## src/fir_settings.svh

```systemverilog
`ifndef FIR_SETTINGS_SVH
`define FIR_SETTINGS_SVH

// number of filter taps, keep a power of two so the tap index wraps for free
`define FIR_TAPS 8

// input sample width, two's complement
`define SAMPLE_W 24

// coefficient width, two's complement
`define COEF_W 8

// extra bits above the product so a full burst of FIR_TAPS products fits
`define ACC_GUARD 3

`endif

```

## src/fir_pkg.sv

```systemverilog
`default_nettype none

`include "fir_settings.svh"

package fir_pkg;

  // datapath words
  typedef logic signed [`SAMPLE_W-1:0] sample_t;
  typedef logic signed [`COEF_W-1:0] coef_t;
  typedef logic signed [`SAMPLE_W+`COEF_W-1:0] product_t;
  typedef logic signed [`SAMPLE_W+`COEF_W+`ACC_GUARD-1:0] acc_t;

  typedef logic [$clog2(`FIR_TAPS)-1:0] tap_idx_t; // also a delay line slot

  // sequencer states
  typedef enum logic [1:0] {
    IDLE,  // waiting for a sample strobe
    ISSUE, // one tap per clock into the multiplier
    DRAIN, // products still in the pipeline
    DONE   // accumulator presents the result
  } fir_state_t;

endpackage

`default_nettype wire

```

## src/shift_multiplier.sv

```systemverilog
`default_nettype none

`include "fir_settings.svh"

module shift_multiplier #(
  parameter int M_width = `SAMPLE_W,
  parameter int Q_width = `COEF_W
) (
  input  logic                              Clock,
  input  logic                              Rst,
  input  logic signed [M_width-1:0]         mu,        // multiplicand
  input  logic signed [Q_width-1:0]         qu,        // multiplier
  input  logic                              in_valid,
  input  logic                              in_last,
  output logic signed [M_width+Q_width-1:0] product,
  output logic                              out_valid,
  output logic                              out_last
);

localparam int P_width = M_width + Q_width;

logic [M_width-1:0] abs_mu;
logic [Q_width-1:0] abs_qu;
logic               neg;

// per stage registers, index 0 is the capture stage
logic [P_width-1:0] st_acc   [1:Q_width];   // partial sums begin at stage 1
logic [M_width-1:0] st_mu    [0:Q_width-1];
logic [Q_width-1:0] st_qu    [0:Q_width-1];
logic               st_neg   [0:Q_width];
logic               st_valid [0:Q_width];
logic               st_last  [0:Q_width];

////////////////////////////////////////////////////////////////////////////
// stage 0: magnitudes and result sign

assign abs_mu = mu[M_width-1] ? M_width'(-mu) : M_width'(mu); // -2^(M-1) stays exact as unsigned
assign abs_qu = qu[Q_width-1] ? Q_width'(-qu) : Q_width'(qu);
assign neg    = mu[M_width-1] ^ qu[Q_width-1]; // zero magnitude makes the sign harmless

always_ff @(posedge Clock) begin
  st_mu[0]  <= abs_mu;
  st_qu[0]  <= abs_qu;
  st_neg[0] <= neg;
end

////////////////////////////////////////////////////////////////////////////
// stages 1..Q_width: one partial product each

always_ff @(posedge Clock) begin
  // first stage starts the sum from the lowest multiplier bit
  st_acc[1] <= st_qu[0][0] ? P_width'(st_mu[0]) : '0;
  for (int i = 1; i < Q_width; i++) begin
    if (st_qu[i][0]) begin
      st_acc[i+1] <= st_acc[i] + (P_width'(st_mu[i]) << i);
    end else begin
      st_acc[i+1] <= st_acc[i];
    end
  end
  for (int i = 0; i < Q_width - 1; i++) begin
    st_mu[i+1] <= st_mu[i];
    st_qu[i+1] <= st_qu[i] >> 1; // next multiplier bit into position 0
  end
  for (int i = 0; i < Q_width; i++) begin
    st_neg[i+1] <= st_neg[i];
  end
end

// flags travel with their data
always_ff @(posedge Clock or posedge Rst) begin
  if (Rst) begin
    for (int i = 0; i <= Q_width; i++) begin
      st_valid[i] <= 1'b0;
      st_last[i]  <= 1'b0;
    end
  end else begin
    st_valid[0] <= in_valid;
    st_last[0]  <= in_valid && in_last;
    for (int i = 0; i < Q_width; i++) begin
      st_valid[i+1] <= st_valid[i];
      st_last[i+1]  <= st_last[i];
    end
  end
end

// restore the sign on the way out
assign product   = st_neg[Q_width] ? -$signed(st_acc[Q_width]) : $signed(st_acc[Q_width]);
assign out_valid = st_valid[Q_width];
assign out_last  = st_last[Q_width];

// fixed latency, the sequencer and accumulator count on it
a_latency: assert property (@(posedge Clock) disable iff (Rst)
  out_valid == $past(in_valid, Q_width + 1))
  else $error("multiplier output valid out of step with its input");

endmodule

`default_nettype wire

```

## src/coef_bank.sv

```systemverilog
`default_nettype none

`include "fir_settings.svh"

module coef_bank
  import fir_pkg::*;
(
  input  logic     Clock,
  input  logic     Rst,
  input  logic     we,     // write strobe from the host
  input  tap_idx_t waddr,
  input  coef_t    wdata,
  input  logic     busy,   // filter running, writes not allowed
  input  tap_idx_t raddr,  // tap being issued
  output coef_t    rdata
);

coef_t coefs [`FIR_TAPS];

always_ff @(posedge Clock or posedge Rst) begin
  if (Rst) begin
    for (int i = 0; i < `FIR_TAPS; i++) begin
      coefs[i] <= '0; // all taps start at zero
    end
  end else if (we && !busy) begin
    coefs[waddr] <= wdata;
  end
end

assign rdata = coefs[raddr];

// a write during a burst would mix two coefficient sets in one result
a_no_write_busy: assert property (@(posedge Clock) disable iff (Rst)
  !(we && busy))
  else $error("coefficient write while the filter is busy");

endmodule

`default_nettype wire

```

## src/sample_delay_line.sv

```systemverilog
`default_nettype none

`include "fir_settings.svh"

module sample_delay_line
  import fir_pkg::*;
(
  input  logic     Clock,
  input  logic     Rst,
  input  logic     push,     // accepted sample strobe
  input  sample_t  din,
  input  tap_idx_t tap_idx,  // 0 is the newest sample
  output sample_t  dout
);

sample_t  slots [`FIR_TAPS];
tap_idx_t newest;   // slot holding x[n]
tap_idx_t wr_ptr;
tap_idx_t rd_ptr;

// pointers wrap at FIR_TAPS through the index width
assign wr_ptr = newest + 1'b1;
assign rd_ptr = newest - tap_idx;

always_ff @(posedge Clock or posedge Rst) begin
  if (Rst) begin
    newest <= '0;
  end else if (push) begin
    newest <= wr_ptr;
  end
end

// history before the first FIR_TAPS pushes reads as zero
always_ff @(posedge Clock or posedge Rst) begin
  if (Rst) begin
    for (int i = 0; i < `FIR_TAPS; i++) begin
      slots[i] <= '0;
    end
  end else if (push) begin
    slots[wr_ptr] <= din; // oldest sample is overwritten
  end
end

assign dout = slots[rd_ptr]; // x[n - tap_idx]

endmodule

`default_nettype wire

```

## src/mac_accumulator.sv

```systemverilog
`default_nettype none

`include "fir_settings.svh"

module mac_accumulator
  import fir_pkg::*;
(
  input  logic     Clock,
  input  logic     Rst,
  input  logic     prod_valid,
  input  logic     prod_last,   // final product of the burst
  input  product_t product,
  output logic     result_valid,
  output acc_t     result_data
);

acc_t prod_ext;
acc_t sum;
logic pending;  // burst complete, total waiting to be presented

assign prod_ext = {{`ACC_GUARD{product[$bits(product_t)-1]}}, product}; // sign extend

always_ff @(posedge Clock or posedge Rst) begin
  if (Rst) begin
    sum          <= '0;
    pending      <= 1'b0;
    result_valid <= 1'b0;
  end else begin
    result_valid <= pending;
    if (pending) begin
      sum     <= '0;  // ready for the next burst
      pending <= 1'b0;
    end else if (prod_valid) begin
      sum     <= sum + prod_ext;
      pending <= prod_last;
    end
  end
end

// result holds until the next burst ends
always_ff @(posedge Clock) begin
  if (pending) begin
    result_data <= sum;
  end
end

endmodule

`default_nettype wire

```

## src/fir_sequencer.sv

```systemverilog
`default_nettype none

`include "fir_settings.svh"

module fir_sequencer
  import fir_pkg::*;
(
  input  logic     Clock,
  input  logic     Rst,
  input  logic     sample_valid, // host sample strobe
  input  logic     prod_last,    // last product leaving the multiplier
  output logic     push,         // write the sample into the delay line
  output tap_idx_t tap_idx,      // read address for both banks
  output logic     mul_issue,
  output logic     issue_last,
  output logic     busy
);

fir_state_t state;
fir_state_t state_nxt;
tap_idx_t   tap_cnt;
logic       last_tap;

assign last_tap = (tap_cnt == tap_idx_t'(`FIR_TAPS - 1));

////////////////////////////////////////////////////////////////////////////
// state machine

always_comb begin
  state_nxt = state;
  case (state)
    IDLE: begin
      if (sample_valid) begin
        state_nxt = ISSUE;
      end
    end
    ISSUE: begin
      if (last_tap) begin
        state_nxt = DRAIN;
      end
    end
    DRAIN: begin
      if (prod_last) begin
        state_nxt = DONE;
      end
    end
    DONE: begin
      state_nxt = IDLE; // accumulator registers its total this cycle
    end
    default: begin
      state_nxt = IDLE;
    end
  endcase
end

always_ff @(posedge Clock or posedge Rst) begin
  if (Rst) begin
    state <= IDLE;
  end else begin
    state <= state_nxt;
  end
end

// tap counter, one step per issued tap
always_ff @(posedge Clock or posedge Rst) begin
  if (Rst) begin
    tap_cnt <= '0;
  end else if (push) begin
    tap_cnt <= '0;
  end else if (state == ISSUE) begin
    tap_cnt <= tap_cnt + 1'b1;
  end
end

////////////////////////////////////////////////////////////////////////////
// outputs

assign push       = sample_valid && (state == IDLE); // strobes while busy are dropped
assign busy       = (state != IDLE);
assign mul_issue  = (state == ISSUE);
assign issue_last = mul_issue && last_tap;
assign tap_idx    = tap_cnt;

a_no_sample_busy: assert property (@(posedge Clock) disable iff (Rst)
  !(sample_valid && busy))
  else $error("sample strobe while the filter is busy");

// the burst end tag must come back through the multiplier pipeline
a_last_returns: assert property (@(posedge Clock) disable iff (Rst)
  issue_last |-> ##(`COEF_W + 1) (prod_last && state == DRAIN))
  else $error("last tap did not leave the multiplier on time");

endmodule

`default_nettype wire

```

## src/fir_mac_top.sv

```systemverilog
`default_nettype none

`include "fir_settings.svh"

module fir_mac_top
  import fir_pkg::*;
(
  input  logic     Clock,
  input  logic     Rst,
  input  logic     coef_we,
  input  tap_idx_t coef_addr,
  input  coef_t    coef_wdata,
  input  logic     sample_valid,
  input  sample_t  sample_data,
  output logic     busy,
  output logic     result_valid,
  output acc_t     result_data
);

logic     push;
tap_idx_t tap_idx;
logic     mul_issue;
logic     issue_last;
coef_t    tap_coef;    // c[tap_idx]
sample_t  tap_sample;  // x[n - tap_idx]
product_t product;
logic     prod_valid;
logic     prod_last;

fir_sequencer seq_i (
  .Clock        (Clock),
  .Rst          (Rst),
  .sample_valid (sample_valid),
  .prod_last    (prod_last),
  .push         (push),
  .tap_idx      (tap_idx),
  .mul_issue    (mul_issue),
  .issue_last   (issue_last),
  .busy         (busy)
);

coef_bank coef_i (
  .Clock (Clock),
  .Rst   (Rst),
  .we    (coef_we),
  .waddr (coef_addr),
  .wdata (coef_wdata),
  .busy  (busy),
  .raddr (tap_idx),
  .rdata (tap_coef)
);

sample_delay_line delay_i (
  .Clock   (Clock),
  .Rst     (Rst),
  .push    (push),
  .din     (sample_data),
  .tap_idx (tap_idx),
  .dout    (tap_sample)
);

shift_multiplier #(
  .M_width (`SAMPLE_W),
  .Q_width (`COEF_W)
) mul_i (
  .Clock     (Clock),
  .Rst       (Rst),
  .mu        (tap_sample),
  .qu        (tap_coef),
  .in_valid  (mul_issue),
  .in_last   (issue_last),
  .product   (product),
  .out_valid (prod_valid),
  .out_last  (prod_last)
);

mac_accumulator acc_i (
  .Clock        (Clock),
  .Rst          (Rst),
  .prod_valid   (prod_valid),
  .prod_last    (prod_last),
  .product      (product),
  .result_valid (result_valid),
  .result_data  (result_data)
);

endmodule

`default_nettype wire

```

## config.mk

```make
export PLATFORM = sky130hd
export DESIGN_NAME = fir_mac_top
export DESIGN_NICKNAME = d
export VERILOG_FILES = /design/src/fir_pkg.sv /design/src/shift_multiplier.sv /design/src/coef_bank.sv /design/src/sample_delay_line.sv /design/src/mac_accumulator.sv /design/src/fir_sequencer.sv /design/src/fir_mac_top.sv
export VERILOG_INCLUDE_DIRS = /design/src /design/src/src
export SDC_FILE = /design/constraint.sdc
export NUM_CORES = 2
export LEC_CHECK = 0
export ABC_AREA = 1
export BUFFER_PORTS_ARGS = -buffer_cell sky130_fd_sc_hd__buf_2
export CAP_MARGIN = 20
export CORE_MARGIN = 2
export CORE_UTILIZATION = 25
export DETAILED_ROUTE_END_ITERATION = 8
export GPL_ROUTABILITY_DRIVEN = 0
export HOLD_SLACK_MARGIN = 0.03
export SETUP_SLACK_MARGIN = 0.5
export SYNTH_ARGS = -nofsm -noshare
export SYNTH_HDL_FRONTEND = slang
export SYNTH_HIERARCHICAL = 1
export SYNTH_SLANG_ARGS = --single-unit
```

## constraint.sdc

```tcl
create_clock -name Clock -period 15.35 [get_ports Clock]
set_clock_uncertainty 0.2 [all_clocks]
set_input_delay 1.535 -clock Clock [delete_from_list [all_inputs] [get_ports Clock]]
set_output_delay 1.535 -clock Clock [all_outputs]
set_load 0.005 [all_outputs]
```

# After elaboration in Yosys (flattened, before gate mapping)
# Memory sizes are Yosys's and may differ from the RTL's.
# Cells that the tools add are included.
[word_totals]
output_inout_bits = 37
ramBits = 521
mem_count = 4
reg_bits = 354
[mem_list]
columns = ["memory", "words", "word_bits", "rd", "rd_ports_with_merged_regs", "write_ports", "line", "text"]
rows = [
  ["mul_i.st_acc", 8, 32, 8, 0, 8, "shift_multiplier.sv:27", "logic [P_width-1:0] st_acc [1:Q_width];"],
  ["mul_i.st_mu", 8, 24, 8, 0, 8, "shift_multiplier.sv:28", "logic [M_width-1:0] st_mu [0:Q_width-1];"],
  ["mul_i.st_qu", 8, 8, 8, 0, 8, "shift_multiplier.sv:29", "logic [Q_width-1:0] st_qu [0:Q_width-1];"],
  ["mul_i.st_neg", 9, 1, 9, 0, 9, "shift_multiplier.sv:30", "logic st_neg [0:Q_width];"],
]
[classes]
magnitude_cmp = 6
bitwise = 12
eq_ne = 7
reduce_logical = 12
n_mux = 54
add_sub_neg = 14
[op_table]
columns = ["op", "n"]
rows = [
  ["$mux 32", 8],
  ["$bwmux 192", 1],
  ["$mux 24", 5],
  ["$bmux 24 s3", 1],
  ["$demux 24 s3", 1],
  ["$mux 35", 2],
  ["$bwmux 64", 1],
  ["$add 35x32->35", 1],
  ["$add 32x25->32", 1],
  ["$add 32x26->32", 1],
  ["$add 32x27->32", 1],
  ["$add 32x28->32", 1],
  ["$add 32x29->32", 1],
  ["$add 32x30->32", 1],
  ["$add 32x31->32", 1],
  ["$mux 8", 4],
  ["$neg 32->32", 1],
  ["$bmux 8 s3", 1],
  ["$demux 8 s3", 1],
  ["$neg 24->24", 1],
  ["$mux 1", 23],
  ["$ge 4x4->1 const B", 4],
  ["$not 3->4", 4],
  ["$lt 4x1->1 const B", 2],
  ["other kinds (18)", 37],
]

# Logic depth before layout (Yosys ltp)
[logic_depth]
ltp_word = 7
mapped_depth = 21

# Hierarchy
# Netlist, hierarchy kept.
[by_module_without_submodules]
columns = ["module", "cells_per_inst", "seq_area_each_um2", "area_each_um2", "n_inst"]
rows = [
  ["shift_multiplier", 3844, 9739.3, 25640.8, 1],
  ["sample_delay_line", 1539, 4879.7, 10466.3, 1],
  ["mac_accumulator", 643, 1976.9, 4797.1, 1],
  ["coef_bank", 445, 1601.5, 3331.9, 1],
  ["fir_sequencer", 42, 125.1, 329.1, 1],
]

# Worst setup path after synthesis
# No wires, ideal clock.
[synth_timing]
path_kind = "register to register"
start = "reg delay_i.newest[0]"
end = "mem mul_i/st_mu[0][21] in the netlist's numbering"
path_stages_with_launch = 19
path_buffers = 2
path_slack_ns = 12.383
arrival_time_ns = 2.648
t_required_ns = 15.031
synth_period_minus_slack_ns = 2.967
path_cell_list = "dfrtp_1 > inv_1 > ha_1 > inv_1 > fa_1 > inv_1 > clkbuf_1 > buf_2 > nand3_1 > nand2_1 > nand2_1 > nand2_1 > nor2_2 > nand2_2 > nor3_2 > nand3_1 > nand2_1 > nand2_1 > xor2_1"
[synth_lines]
columns = ["item", "line", "text"]
rows = [
  ["start: declaration", "sample_delay_line.sv:17", "tap_idx_t newest;"],
  ["start signal: assignment", "sample_delay_line.sv:29", "newest <= wr_ptr;"],
  ["end: declaration", "shift_multiplier.sv:28", ""],
]

==> results.sh <==
export IMPL_status="completed"
export IMPL_cts_buffers=92
export IMPL_std_cell_rows=154
export IMPL_worstPathRequired_ns=15.77
export IMPL_syn_to_final_growth_pct=13.77
export IMPL_async_reset_ff_frac=0.3900
export IMPL_hold_ws_ns=0.09946
export IMPL_max_stage_delay_ns=0.88
export IMPL_synth_edff_count=35
export IMPL_rsz0062_at_grt="no"
export IMPL_first_pass_iters=8
export IMPL_maxCapViolations=0
export IMPL_synth_commonest_cells="2624 x nand2_1, 1005 x inv_1, 630 x nand3_1, 464 x dfxtp_1, 321 x nor2_1"
export IMPL_max_freq_mhz=202.2
export IMPL_min_period_over_period=0.3222
export IMPL_diodes=0
export IMPL_crit_buf_inv=5
export IMPL_start_util=0.2522
export IMPL_reg2reg_depth=13
export IMPL_synth_top_cells_by_area="nand2_1 22%, dfxtp_1 21%, dfrtp_1 18%"
export IMPL_cpMaxStageDelayCell="dfrtp_1"
export IMPL_setup_ws_ns=10.40
export IMPL_syn_area_um2=44570
export IMPL_wl_um=123600
export IMPL_cp_end_kind="register"
export IMPL_syn_mean_instance_area_um2=6.843
export IMPL_regArea_um2=18320
export IMPL_tightestPinTransition_ns=1.118
export IMPL_setup_viol=0
export IMPL_post_drt_via_cell_ratio=4.421
export IMPL_hold_viol=0
export IMPL_synth_top_cell_by_area="nand2_1"
export IMPL_ant_nets=0
export IMPL_crit_family="buffers and inverters"
export IMPL_cts_sinks=818
export IMPL_htree_num_levels=3
export IMPL_grt_pass1_wl_um=199100
export IMPL_pre_cts_slack_ns=10.44
export IMPL_ios=76
export IMPL_grt_pass1_vias=38250
export IMPL_period_minus_slack_ns=4.945
export IMPL_hpwl_um=91760
export IMPL_overflow=0
export IMPL_drv_slew=0
export IMPL_worstHoldPathType="register to register"
export IMPL_yosysWarnings=6
export IMPL_worstHoldPathCells=0
export IMPL_ys_seq_elements=818
export IMPL_place_port_buffers=75
export IMPL_synth_ff_type="dfxtp_1"
export IMPL_cp_arrival_ns=5.36
export IMPL_path_common_cell="nand2_1"
export IMPL_grt_max_degree=119
export IMPL_path_max_fanout=49
export IMPL_crit_type="register to register"
export IMPL_post_synth_top_count_cell="nand2_1"
export IMPL_via_count=39560
export IMPL_clkSlewWorstSetupHoldPaths_ns=0.06
export IMPL_cts_resized=0
export IMPL_cts_tree="yes"
export IMPL_post_cts_setup_buffer_count=0
export IMPL_wl_met3_um=5356
export IMPL_grt_use_total=0.1347
export IMPL_yosysUniqueCellTypes=50
export IMPL_synthCells=6513
export IMPL_drcViolationCount=0
export IMPL_met1Wirelength_um=54520
export IMPL_layout_drive_gt1_share=0.06628
export IMPL_clockRootBuffer="clkbuf_16"
export IMPL_clk_latency_ns=0.71
export IMPL_drt_iter0_drc=2908
export IMPL_ys_seq_area_frac=0.4111
export IMPL_dr_max_layer_used="met4"
export IMPL_antenna_found_initial=0
export IMPL_worstSetupStartpointType="register"
export IMPL_fin_nets=6788
export IMPL_worst_path_stages=13
export IMPL_syn_num_nets=6772
export IMPL_die_w_um=426.2
export IMPL_synth_top_area_frac=0.2210
export IMPL_die_y_um=426.2
export IMPL_multiInputGateArea_um2=21550
export IMPL_routedWlPerCell_um=13.82
export IMPL_die_area_um2=181700
export IMPL_nFillCells=19100
export IMPL_wl_met2_um=58430
export IMPL_postCtsHoldBufs=0
export IMPL_clock_path_buffers=3
export IMPL_crit_chain="inv_1, fa_2, buf_4, inv_1, buf_4, nand3_1, nand2_1, nand2_1, nand2_1, inv_1, nor2_1, nand2_1, nor4_1"
export IMPL_core_area_um2=176700
export IMPL_relSlewSlack=0.2528
export IMPL_tns_ns=0
==> cell families (layout without fill, tap and decap cells) <==
logic type,Yosys count,after routing,synth area share
flip-flops,818,818,0.4111
AND/OR/NAND/NOR,3839,3839,0.3587
adder cells (fa/ha/maj),220,220,0.06328
AO/OA/AOI/OAI,334,334,0.04107
buffers and inverters,1204,1299,0.1064
XOR/XNOR,98,98,0.01943
==> registers in the layout (all words and copies together) (netlist names), 3 cells and up <==
name / cells
delay_i/slots: 192
mul_i/st_neg: 9
coef_i/coefs: 64
acc_i/result_data: 35
mul_i/st_acc: 227
delay_i/newest: 3
mul_i/st_valid: 8
seq_i/tap_idx: 3
acc_i/sum: 35
mul_i/st_last: 8
mul_i/st_mu: 192
mul_i/st_qu: 36
==> per-stage QoR <==
step                instance area [um^2]  instances  utilization
floorplan                          44570       6513            -
global placement                   47160       8764       0.2669
detailed placement                 47300       8770       0.2677
CTS                                50600       8943       0.2864
global route                       50700       8948       0.2869
finish                             50700       8948       0.2869
==> worst paths after layout <==
path | from | slack (ns) | end
max | seq_i/tap_idx[1]$_DFFE_PP0P_ | 10.40 | mul_i/st_mu[0][23]$_SDFF_PN0_
min | mul_i/st_acc[0][184]$_DFF_P_ | 0.1 | mul_i/st_acc[0][216]$_DFF_P_
max reg2reg | seq_i/tap_idx[1]$_DFFE_PP0P_ | 10.40 | mul_i/st_mu[0][23]$_SDFF_PN0_
min reg2reg | mul_i/st_acc[0][184]$_DFF_P_ | 0.1 | mul_i/st_acc[0][216]$_DFF_P_
max in group asynchronous | Rst | 12.74 | delay_i/slots[159]$_DFFE_PP0P_
min in group asynchronous | Rst | 0.71 | seq_i/tap_idx[1]$_DFFE_PP0P_
==> placed cells by master, fill, tap and decap left out, drive strengths merged, types with 3 or more instances in the layout <==
| master | Yosys | routed |
|---|---|---|
| a21oi | 130 | 130 |
| a31oi | 9 | 9 |
| and2 | 6 | 6 |
| buf | 101 | 106 |
| bufinv | 0 | 9 |
| clkbuf | 83 | 135 |
| clkinv | 2 | 21 |
| clkinvlp | 0 | 3 |
| dfrtp | 319 | 319 |
| dfxtp | 464 | 464 |
| edfxtp | 35 | 35 |
| fa | 9 | 9 |
| ha | 211 | 211 |
| inv | 1018 | 1025 |
| nand2 | 2681 | 2681 |
| nand3 | 636 | 636 |
| nand3b | 50 | 50 |
| nand4 | 46 | 46 |
| nor2 | 360 | 360 |
| nor3 | 37 | 37 |
| nor4 | 6 | 6 |
| o21ai | 180 | 180 |
| o21bai | 8 | 8 |
| or2 | 17 | 17 |
| xnor2 | 51 | 51 |
| xor2 | 47 | 47 |
==> layer usage <==
metal | vias up | track usage
li1 | 20050 | -
met1 | 18240 | 0.1685
met2 | 982 | 0.2312
met3 | 282 | 0.01827
met4 | 0 | 0.05718
met5 | - | 0
==> cell type report <==
cell class | instances | share of cell area
Sequential cell | 818 | 0.3614
Tap cell | 2340 | 0.05775
Clock inverter | 38 | 0.01120
Multi-Input combinational cell | 4491 | 0.4251
Timing Repair Buffer | 106 | 0.01515
Inverter | 1020 | 0.07566
Clock buffer | 135 | 0.05377
==> worst register-to-register path, stage by stage, from the launching register on <==
cell     delay [ns]
dfrtp_1        0.88
inv_1          0.18
fa_2           0.51
buf_4          0.32
inv_1          0.63
buf_4          0.44
nand3_1        0.14
nand2_1        0.08
nand2_1        0.05
nand2_1        0.57
inv_1          0.37
nor2_1         0.16
nand2_1        0.06
nor4_1         0.26
Power is not shown: default switching activity piles up to over one toggle a cycle in this logic, so the estimate is an artifact.
